### src/dmem_pkg.sv
package dmem_pkg;

	// One data word, also used for byte addresses.
	typedef logic [31:0] word_t;

	// Line flags.
	//   valid=1 dirty=0 : clean, matches memory.
	//   valid=1 dirty=1 : modified, memory is stale.
	//   valid=0         : empty.
	typedef struct packed {
		word_t       data;
		logic [29:0] tag;
		logic        dirty;
		logic        valid;
	} cache_line_t;

	// Pattern written to every line while the cache initializes.
	localparam cache_line_t EMPTY_LINE = '0;

	// Build a valid line holding one word for a byte address.
	function automatic cache_line_t make_line(word_t data, word_t address, logic dirty);
		cache_line_t line;
		line.data = data;
		line.tag = address[31:2];
		line.dirty = dirty;
		line.valid = 1'b1;
		return line;
	endfunction

	// The tag holds all word address bits, so a match needs no index compare.
	function automatic logic line_hit(cache_line_t line, word_t address);
		return line.valid && (line.tag == address[31:2]);
	endfunction

	// Byte address of the word held in a line.
	function automatic word_t line_address(cache_line_t line);
		return {line.tag, 2'b00};
	endfunction

endpackage

### src/mem_bus_if.sv
`timescale 1ns/1ps

// Request/ready bus between the cache and the backing memory.
// The master holds request and its operands until ready pulses,
// then drops request in the following cycle.
interface mem_bus_if import dmem_pkg::*; ();

	logic  request;
	logic  rw;       // 1 means write.
	word_t address;
	word_t wdata;
	word_t rdata;
	logic  ready;

	modport master (
		output request,
		output rw,
		output address,
		output wdata,
		input  rdata,
		input  ready
	);

	modport slave (
		input  request,
		input  rw,
		input  address,
		input  wdata,
		output rdata,
		output ready
	);

endinterface

### src/sync_ram.sv
`timescale 1ns/1ps

// Single-port RAM with a registered read port.
module sync_ram import dmem_pkg::*; #(
	parameter int DEPTH_BITS = 4,
	parameter type item_t = word_t
) (
	input  logic                  i_clock,
	input  logic                  i_write,
	input  logic [DEPTH_BITS-1:0] i_address,
	input  item_t                 i_wdata,
	output item_t                 o_rdata
);

	localparam int DEPTH = 1 << DEPTH_BITS;

	item_t mem [DEPTH];

	// Contents start cleared.
	initial begin
		for (int i = 0; i < DEPTH; i++) begin
			mem[i] = '0;
		end
	end

	// Read returns the old word on a same-cycle write.
	always_ff @(posedge i_clock) begin
		if (i_write) begin
			mem[i_address] <= i_wdata;
		end
		o_rdata <= mem[i_address];
	end

endmodule

### src/dcache.sv
`timescale 1ns/1ps

// Direct-mapped write-back data cache, one word per line.
module dcache import dmem_pkg::*; #(
	parameter int INDEX_BITS = 4
) (
	input  logic  i_clock,
	input  logic  i_reset,
	input  logic  i_request,
	input  logic  i_rw,
	input  logic  i_flush,
	input  logic  i_cacheable,
	input  word_t i_address,
	input  word_t i_wdata,
	output logic  o_ready,
	output word_t o_rdata,
	mem_bus_if.master bus
);

	typedef enum logic [3:0] {
		INITIALIZE,
		IDLE,
		FLUSH_SETUP,
		FLUSH_CHECK,
		FLUSH_WRITE,
		PASS_THROUGH,
		WRITE_SETUP,
		WRITE_WAIT,
		READ_SETUP,
		READ_WB_WAIT,
		READ_BUS_WAIT
	} state_t;

	state_t state;

	// Shared by the init sweep and the flush sweep; top bit marks the end.
	logic [INDEX_BITS:0] sweep_index;

	logic                  ram_write;
	logic [INDEX_BITS-1:0] ram_address;
	cache_line_t           ram_wdata;
	cache_line_t           line;

	logic hit;
	logic victim_dirty;

	sync_ram #(
		.DEPTH_BITS(INDEX_BITS),
		.item_t(cache_line_t)
	) line_ram_i (
		.i_clock(i_clock),
		.i_write(ram_write),
		.i_address(ram_address),
		.i_wdata(ram_wdata),
		.o_rdata(line)
	);

	// The line at the request index is valid one cycle after IDLE.
	assign hit = line_hit(line, i_address);
	assign victim_dirty = line.valid && line.dirty;

	// ============================================================
	// Line store port
	// ============================================================
	always_comb begin
		ram_write = 1'b0;
		ram_wdata = make_line(i_wdata, i_address, 1'b1);
		ram_address = i_address[INDEX_BITS+1:2];
		case (state)
			INITIALIZE: begin
				ram_address = sweep_index[INDEX_BITS-1:0];
				ram_write = !sweep_index[INDEX_BITS];
				ram_wdata = EMPTY_LINE;
			end
			FLUSH_SETUP, FLUSH_CHECK: begin
				ram_address = sweep_index[INDEX_BITS-1:0];
			end
			FLUSH_WRITE: begin
				// Same word back, now clean.
				ram_address = sweep_index[INDEX_BITS-1:0];
				ram_write = bus.ready;
				ram_wdata = make_line(bus.wdata, bus.address, 1'b0);
			end
			WRITE_SETUP: ram_write = hit || !victim_dirty;
			WRITE_WAIT: ram_write = bus.ready;
			READ_BUS_WAIT: begin
				ram_write = bus.ready;
				ram_wdata = make_line(bus.rdata, i_address, 1'b0);
			end
			default: ;
		endcase
	end

	// ============================================================
	// Controller
	// ============================================================
	always_ff @(posedge i_clock) begin
		if (i_reset) begin
			state <= INITIALIZE;
			sweep_index <= '0;
			o_ready <= 1'b0;
			bus.request <= 1'b0;
		end else begin
			o_ready <= 1'b0;
			case (state)
				INITIALIZE: begin
					if (!sweep_index[INDEX_BITS]) begin
						sweep_index <= sweep_index + 1'b1;
					end else begin
						sweep_index <= '0;
						state <= IDLE;
					end
				end

				IDLE: begin
					// o_ready still high means the requester has not dropped yet.
					if (i_request && !o_ready) begin
						if (i_flush) begin
							sweep_index <= '0;
							state <= FLUSH_SETUP;
						end else if (!i_cacheable) begin
							bus.rw <= i_rw;
							bus.address <= i_address;
							bus.wdata <= i_wdata;
							bus.request <= 1'b1;
							state <= PASS_THROUGH;
						end else if (i_rw) begin
							state <= WRITE_SETUP;
						end else begin
							state <= READ_SETUP;
						end
					end
				end

				FLUSH_SETUP: begin
					if (sweep_index[INDEX_BITS]) begin
						sweep_index <= '0;
						o_ready <= 1'b1;
						state <= IDLE;
					end else begin
						state <= FLUSH_CHECK;
					end
				end

				FLUSH_CHECK: begin
					if (victim_dirty) begin
						bus.rw <= 1'b1;
						bus.address <= line_address(line);
						bus.wdata <= line.data;
						bus.request <= 1'b1;
						state <= FLUSH_WRITE;
					end else begin
						sweep_index <= sweep_index + 1'b1;
						state <= FLUSH_SETUP;
					end
				end

				FLUSH_WRITE: begin
					if (bus.ready) begin
						bus.request <= 1'b0;
						sweep_index <= sweep_index + 1'b1;
						state <= FLUSH_SETUP;
					end
				end

				PASS_THROUGH: begin
					if (bus.ready) begin
						bus.request <= 1'b0;
						o_rdata <= bus.rdata;
						o_ready <= 1'b1;
						state <= IDLE;
					end
				end

				// Write hit or clean victim is stored right away.
				WRITE_SETUP: begin
					if (hit || !victim_dirty) begin
						o_ready <= 1'b1;
						state <= IDLE;
					end else begin
						bus.rw <= 1'b1;
						bus.address <= line_address(line);
						bus.wdata <= line.data;
						bus.request <= 1'b1;
						state <= WRITE_WAIT;
					end
				end

				WRITE_WAIT: begin
					if (bus.ready) begin
						bus.request <= 1'b0;
						o_ready <= 1'b1;
						state <= IDLE;
					end
				end

				READ_SETUP: begin
					if (hit) begin
						o_rdata <= line.data;
						o_ready <= 1'b1;
						state <= IDLE;
					end else if (victim_dirty) begin
						bus.rw <= 1'b1;
						bus.address <= line_address(line);
						bus.wdata <= line.data;
						bus.request <= 1'b1;
						state <= READ_WB_WAIT;
					end else begin
						bus.rw <= 1'b0;
						bus.address <= i_address;
						bus.request <= 1'b1;
						state <= READ_BUS_WAIT;
					end
				end

				READ_WB_WAIT: begin
					if (bus.ready) begin
						bus.request <= 1'b0;
						state <= READ_BUS_WAIT;
					end
				end

				// After a write-back the request is raised again one cycle later.
				READ_BUS_WAIT: begin
					if (bus.ready) begin
						bus.request <= 1'b0;
						o_rdata <= bus.rdata;
						o_ready <= 1'b1;
						state <= IDLE;
					end else begin
						bus.rw <= 1'b0;
						bus.address <= i_address;
						bus.request <= 1'b1;
					end
				end

				default: state <= IDLE;
			endcase
		end
	end

endmodule

### src/flat_wrapper.sv
// flat-port wrapper written by rule: the top's interface ports become plain ports
module dcache_flat import dmem_pkg::*;
#(
	parameter int INDEX_BITS = 4
)
  (i_clock, i_reset, i_request, i_rw, i_flush, i_cacheable, i_address, i_wdata, o_ready, o_rdata, bus_request, bus_rw, bus_address, bus_wdata, bus_rdata, bus_ready);
  mem_bus_if bus_i ();
  input  logic i_clock;
  input  logic i_reset;
  input  logic i_request;
  input  logic i_rw;
  input  logic i_flush;
  input  logic i_cacheable;
  input  word_t i_address;
  input  word_t i_wdata;
  output logic o_ready;
  output word_t o_rdata;
  output wire logic [$bits(bus_i.request)-1:0] bus_request;
  output wire logic [$bits(bus_i.rw)-1:0] bus_rw;
  output wire logic [$bits(bus_i.address)-1:0] bus_address;
  output wire logic [$bits(bus_i.wdata)-1:0] bus_wdata;
  input wire logic [$bits(bus_i.rdata)-1:0] bus_rdata;
  input wire logic [$bits(bus_i.ready)-1:0] bus_ready;
  assign bus_request = bus_i.request;
  assign bus_rw = bus_i.rw;
  assign bus_address = bus_i.address;
  assign bus_wdata = bus_i.wdata;
  assign bus_i.rdata = bus_rdata;
  assign bus_i.ready = bus_ready;
  dcache #(.INDEX_BITS(INDEX_BITS)) u_core (.i_clock(i_clock), .i_reset(i_reset), .i_request(i_request), .i_rw(i_rw), .i_flush(i_flush), .i_cacheable(i_cacheable), .i_address(i_address), .i_wdata(i_wdata), .o_ready(o_ready), .o_rdata(o_rdata), .bus(bus_i));
endmodule
### config.mk
export PLATFORM = sky130hd
export DESIGN_NAME = dcache_flat
export DESIGN_NICKNAME = d
export VERILOG_FILES = /design/src/dmem_pkg.sv /design/src/mem_bus_if.sv /design/src/sync_ram.sv /design/src/dcache.sv /design/src/flat_wrapper.sv
export SDC_FILE = /design/constraint.sdc
export NUM_CORES = 1
export LEC_CHECK = 0
export ABC_CLOCK_PERIOD_IN_PS = 9150
export BUFFER_PORTS_ARGS = -buffer_cell sky130_fd_sc_hd__buf_4
export CORE_MARGIN = 5
export CORE_UTILIZATION = 45
export CTS_CLUSTER_SIZE = 30
export DETAILED_ROUTE_END_ITERATION = 16
export GPL_ROUTABILITY_DRIVEN = 0
export PLACE_DENSITY_LB_ADDON = 0.05
export SLEW_MARGIN = 20
export SYNTH_ARGS = -nofsm -noshare
export SYNTH_HDL_FRONTEND = slang
export SYNTH_SLANG_ARGS = --single-unit
### constraint.sdc
create_clock -name i_clock -period 9.15 [get_ports i_clock]
set_input_delay 0.915 -clock i_clock [delete_from_list [all_inputs] [get_ports i_clock]]
set_output_delay 0.915 -clock i_clock [all_outputs]
set_load 0.05 [all_outputs]
==> Word level (Yosys, flattened, before mapping) <==
Memories as Yosys holds them, arrays and structs flattened. A register that Yosys moved wholly into a read port is not among the register bits.
Cells that the tools add are included.
{ "word_totals": {"register_bits": 108, "ram_bits": 1024, "input_bits": 103, "output_inout_bits": 99, "elab_cells": 131, "memories": 1} }
{ "op_classes": {"addsub": 1, "eq_ne": 28, "n_mux": 66, "bitwise": 1, "reduce_logical": 25} }
{ "memory_table": {"columns": ["name", "depth", "word_bits", "read_ports", "rd_clocked_by_memory_dff", "write_ports", "line_no", "text"], "rows": [
  ["u_core.line_ram_i.mem", 16, 64, 1, 1, 1, "sync_ram.sv:17", "item_t mem [DEPTH];"]
]} }
{ "op_table": {"columns": ["op", "n"], "rows": [
  ["32-bit 2-to-1 mux", 16],
  ["64-bit one-hot mux with 3 select lines", 1],
  ["32-bit one-hot mux with 5 select lines", 1],
  ["32-bit one-hot mux with 4 select lines", 1],
  ["32-bit one-hot mux with 2 select lines", 1],
  ["4-bit 2-to-1 mux", 11],
  ["4-bit one-hot mux with 9 select lines", 1],
  ["30-bit equality test", 1],
  ["5-bit 2-to-1 mux", 5],
  ["5-bit one-hot mux with 5 select lines", 1],
  ["1-bit 2-to-1 mux", 20],
  ["2-bit inequality test, second input constant", 9],
  ["4-bit by 3-bit equality test with 1-bit output, second input constant", 4],
  ["2-bit by 1-bit inequality test with 1-bit output, second input constant", 8],
  ["4-bit equality test, second input constant", 3],
  ["5-bit AND reduction", 2],
  ["5-bit nonzero test", 2],
  ["9-bit AND reduction", 1],
  ["4-bit by 2-bit equality test with 1-bit output, second input constant", 2],
  ["8-bit AND reduction", 1],
  ["4-bit OR reduction", 2],
  ["7-bit AND reduction", 1],
  ["3-bit 2-to-1 mux", 2],
  ["1-bit one-hot mux with 6 select lines", 1],
  ["18 further kinds", 24]
]} }

==> Longest topological paths before layout <==
{ "depth": {"word_depth": 6, "mapped_depth": 9, "ltp_nobuf": 6} }

==> By module <==
Synthesis repeated with hierarchy kept, for this count alone.
{ "unflattened": {"hier_cells": 2212, "area_unflattened_um2": 46220.6} }
{ "modules_own_cells": {"columns": ["mod", "instances", "cells_per_inst", "area_each_um2", "seq_area_each_um2"], "rows": [
  ["sync_ram", 1, 1648, 39517.9, 32030.7],
  ["dcache", 1, 564, 6702.7, 3133.0]
]} }

==> Worst setup path before layout <==
OpenSTA, ideal clock, no wires.
{ "synth_path": {"path_type": "input port to flip-flop", "startpoint": "input port i_address[4]", "endpoint": "memory u_core.line_ram_i.mem[10][0] in the netlist's numbering, enable pin", "setup_time_ps": 644, "t_arrival_ps": 8315, "required_time_ps": 8506, "slack_ps": 190, "cell_stages": 8, "n_path_buf": 2, "path_cell_list": "clkbuf_1 -> xor2_1 -> nor4_1 -> nand4_1 -> o31ai_1 -> a21oi_1 -> clkbuf_1 -> nor4_1"} }
{ "synth_via": {"elab_chain_cells": 6, "word_cells_on_any_way": 7, "classes_between": "eq/ne: 1; mux: 4; reduce/logical: 2"} }
{ "synth_lines": {"columns": ["element", "line_no", "text"], "rows": [
  ["start, declared", "flat_wrapper.sv:14", "input word_t i_address;"],
  ["30-bit equality test", "dmem_pkg.sv:32", "return line.valid && (line.tag == address[31:2]);"],
  ["1-bit logical AND", "dmem_pkg.sv:32", null],
  ["1-bit logical OR", "dcache.sv:84", "WRITE_SETUP: ram_write = hit || !victim_dirty;"],
  ["1-bit one-hot mux with 3 select lines", "dcache.sv:69", "case (state)"],
  ["1-bit 2-to-1 mux", "sync_ram.sv:28", "if (i_write) begin"],
  ["1-bit 2-to-1 mux (not written as such)", "sync_ram.sv:29", "mem[i_address] <= i_wdata;"],
  ["end, declared", "sync_ram.sv:17", null]
]} }
Several ways; a longest one is shown, not always the timed one.

==> Worst setup path in the final report <==
{ "layout_path": {"startpoint": "register u_core.state[1]", "endpoint": "register u_core.line_ram_i.o_rdata[17] (netlist name)"} }
{ "layout_via": {"elab_chain_cells": 3, "word_cells_on_any_way": 6, "classes_between": "eq/ne: 3; mux: 1; reduce/logical: 2"} }
{ "layout_lines": {"columns": ["element", "line_no", "text"], "rows": [
  ["start, declared", "dcache.sv:34", "state_t state;"],
  ["start signal, assigned", "dcache.sv:99", "state <= INITIALIZE;"],
  ["start signal, assigned", "dcache.sv:111", "state <= IDLE;"],
  ["start signal, assigned", "dcache.sv:120", "state <= FLUSH_SETUP;"],
  ["4-bit by 2-bit equality test with 1-bit output, or another cell as far along", "dcache.sv:69", null],
  ["4-bit OR reduction (no line) *", null, null],
  ["4-bit 2-to-1 mux *", "dcache.sv:69", null]
]} }
Mark *: on every way between the ends. The rest lies on a longest branch, timed or not.
A chain may end at the register's enable or synchronous reset.

==> reports/qor.csv <==
stage,metric,value,unit
cells_and_area,fin nets,2983,
floorplanning,core box area,102000,µm²
setup_path,Reg2Reg Setup Slack,3.90,ns
sta,Final Critical Period,5.25,ns
clock_network,CTS tree,done,
clock_network,CTS H-Tree Depth,3,
logic_synthesis,Gate Count Post-Synth,2646,
grt,antenna violations before repair,4,
power,static leakage power,20.2,nW
setup_path,crit-path max FO,145,
setup_path,crit end category,flip-flop,
clock_network,CTS root buffer,clkbuf_16,
cells_and_area,"commonest non-fill, non-tap cells in the layout","1121 x edfxtp_1, 516 x mux2i_1, 259 x buf_4, 256 x o22ai_1, 123 x clkbuf_16",
grt,total gr overflow,0,
outcome,outcome,"complete, no violations",
sta,Final Hold Viols,0,
hold_path,Hold/Removal Path Class,flip-flop to flip-flop,
floorplanning,Initial Util,0.455,
floorplanning,Die ar.,110000,µm²
detailed_routing,TritonRoute pass-1 iters,5,
sta,RSZ-0062 raised after global routing,false,
sta,Fin Clk Skew,0.0203,ns
detailed_routing,DR vias,25000,
detailed_routing,# DRC,0,
sta,fin. max-slew vios,0,
clock_network,CTS Buf Count,121,
logic_synthesis,dominant synthesized flop cell,edfxtp_1,
cells_and_area,"commonest non-fill, non-tap cell in the layout",edfxtp_1,
grt,global-route wire length before repair,172000,µm
setup_path,Required @ worst endpoint,9.71,ns
clock_network,Clock Latency Late Sink,0.69,ns
grt,largest net degree at the start of global routing,146,
detailed_routing,DRT Wirelength,120000,µm
detailed_routing,Final ANT Viol Nets,0,
logic_synthesis,"Distinct cells, synth",51,
floorplanning,I/O pins,202,
grt,vias in the first global route,25000,
place,DP HPWL,61800,µm
grt,Total GRT Usage,0.214,
logic_synthesis,Post-Syn Area per Cell,17.5,µm²
logic_synthesis,Ys Warns,0,
sta,final setup fails,0,
floorplanning,Die Span Y,331,µm
power,Power Total,0.0117,W
clock_network,Post-CTS Setup Inserts,0,
sta,period utilisation layout,0.574,
logic_synthesis,Seq cells post-synth,1196,
detailed_routing,post-DR wirelength/cell,27.5,µm
setup_path,Setup Crit Path Kind,flip-flop to flip-flop,
logic_synthesis,sequential share of the synthesized area,0.758,
place,PortBufs,201,
power,power density cells,217,nW/µm²
sta,Slew @ Worst Pin,1.26,ns
setup_path,CP Data Arrival Time,5.81,ns
floorplanning,die width,331,µm
logic_synthesis,asr flop ratio synth,0,
clock_network,post-CTS sizing,0,
clock_network,hold_buf cts,0,
detailed_routing,drt initial violations,1966,
logic_synthesis,synthesized cell area,46400,µm²
sta,Max Fclk,190,MHz
logic_synthesis,Mapped Nets,2751,
setup_path,Worst Setup Start Kind,flip-flop,
cells_and_area,"Area growth, synth to finish",15.5,%
detailed_routing,via/cell ratio,5.74,
clock_network,CTS Sinks,1196,
clock_network,Worst-path clk slew,0.06,ns
clock_network,CTS max path bufs,3,
sta,Rel. slew slack,0.159,
sta,TNS Setup,0,ns
floorplanning,# rows,117,
cells_and_area,layout cells sized above 1,0.193,
job,Max Cap Viol,0,
logic_synthesis,Post-synth EDFFs,1121,
power,VDD IR-drop max,0.000159,V
-- logic make-up after synthesis --
group,count (synthesis),share of synthesized area
muxes,615,0.135
and+or+nand+nor,266,0.0312
buffers and inverters,158,0.0152
adders and majority gates,2,0.000539
AOI/OAI and AO/OA,376,0.0535
xor gates and xnor gates,33,0.00623
DFF,1196,0.758
-- registers in the layout, indices dropped and copies added, names as in the netlist --
| signal | flops |
|---|---|
| u_core.o_rdata | 32 |
| u_core.bus.wdata | 32 |
| u_core.line_ram_i.o_rdata | 64 |
| u_core.o_ready | 1 |
| u_core.bus.address | 32 |
| u_core.line_ram_i.mem | 1024 |
| u_core.sweep_index | 5 |
| u_core.bus.rw | 1 |
| u_core.bus.request | 1 |
| u_core.state | 4 |
-- worst max-delay path: stages (launching register included) --
cell and delay (ns):
dfxtp_1 0.88, nor2b_1 0.23, o31ai_1 0.37, and2_4 0.76
buf_4 0.78, buf_12 0.65, mux2i_1 0.30, o22ai_1 0.16
or4_1 0.53
-- through the flow --
step,setup slack (ns),hold slack (ns),area (µm²),std cells,util
floorplan,0.190,0.470,46400,2646,-
global placement,3.66,0.479,49600,4123,0.486
detailed placement,4.10,0.475,49700,4123,0.487
CTS,4.06,0.483,53600,4351,0.525
global route,3.73,0.511,53600,4352,0.525
finish,3.90,0.477,53600,4352,0.525
-- area by class of cell --
class,count,area (µm²)
Tap cell,1368,1710
Sequential cell,1196,35200
Antenna cell,1,2.50
Fill cell,8215,48400
Multi-Input combinational cell,1292,10800
Clock inverter,61,592
Inverter,6,22.5
Timing Repair Buffer,261,1980
Clock buffer,167,3330
-- power breakdown --
group          internal, W  switching, W  total [W]
Clock              0.00284       0.00200    0.00485
Sequential         0.00608     0.0000724    0.00615
Combinational     0.000270      0.000380   0.000650
Total              0.00920       0.00246     0.0117
-- per-layer routing --
layer | vias to the layer above | global-route usage | part of all wire
li1 | 11100 | - | -
met1 | 13000 | 0.310 | 0.45
met2 | 702 | 0.348 | 0.48
met3 | 146 | 0.0304 | 0.052
met4 | 2 | 0.0485 | 0.018
met5 | - | 0 | 0.00011
-- path summary, 6_finish.rpt --
check             depth (start not counted)                       endpoint               start
hold / removal                            2             u_core.bus.request  u_core.bus.request
hold reg to reg                           2             u_core.bus.request  u_core.bus.request
setup / recovery                          8  u_core.line_ram_i.o_rdata[17]     u_core.state[1]
setup reg to reg                          8  u_core.line_ram_i.o_rdata[17]     u_core.state[1]
-- cells in the mapped netlist, types with 3 or more instances --
cell type / number / area (µm²)
and2_1: 6 / 37.5
a22oi_1: 32 / 240
nand4_1: 4 / 25.0
xor2_1: 28 / 245
or4_1: 64 / 480
buf_1: 3 / 11.3
a21oi_1: 19 / 95.1
o22a_1: 3 / 26.3
buf_4: 9 / 67.6
buf_2: 43 / 215
nand2_1: 92 / 345
or2_2: 4 / 25.0
xnor2_1: 5 / 43.8
mux2i_1: 517 / 5170
dfxtp_1: 75 / 1500
inv_1: 6 / 22.5
a22o_1: 32 / 280
nor4_1: 23 / 144
o21ai_0: 12 / 60.1
clkbuf_1: 94 / 353
nand3b_1: 4 / 30.0
nor2_1: 27 / 101
nor3_1: 8 / 40.0
mux2_2: 97 / 1090
buf_6: 3 / 33.8
a31oi_1: 4 / 25.0
nor2b_1: 9 / 56.3
nand2b_1: 11 / 68.8
edfxtp_1: 1121 / 33700
nand3_1: 6 / 30.0
o22ai_1: 256 / 1600
o32ai_1: 3 / 26.3
Power figures use the tool's default switching activity.
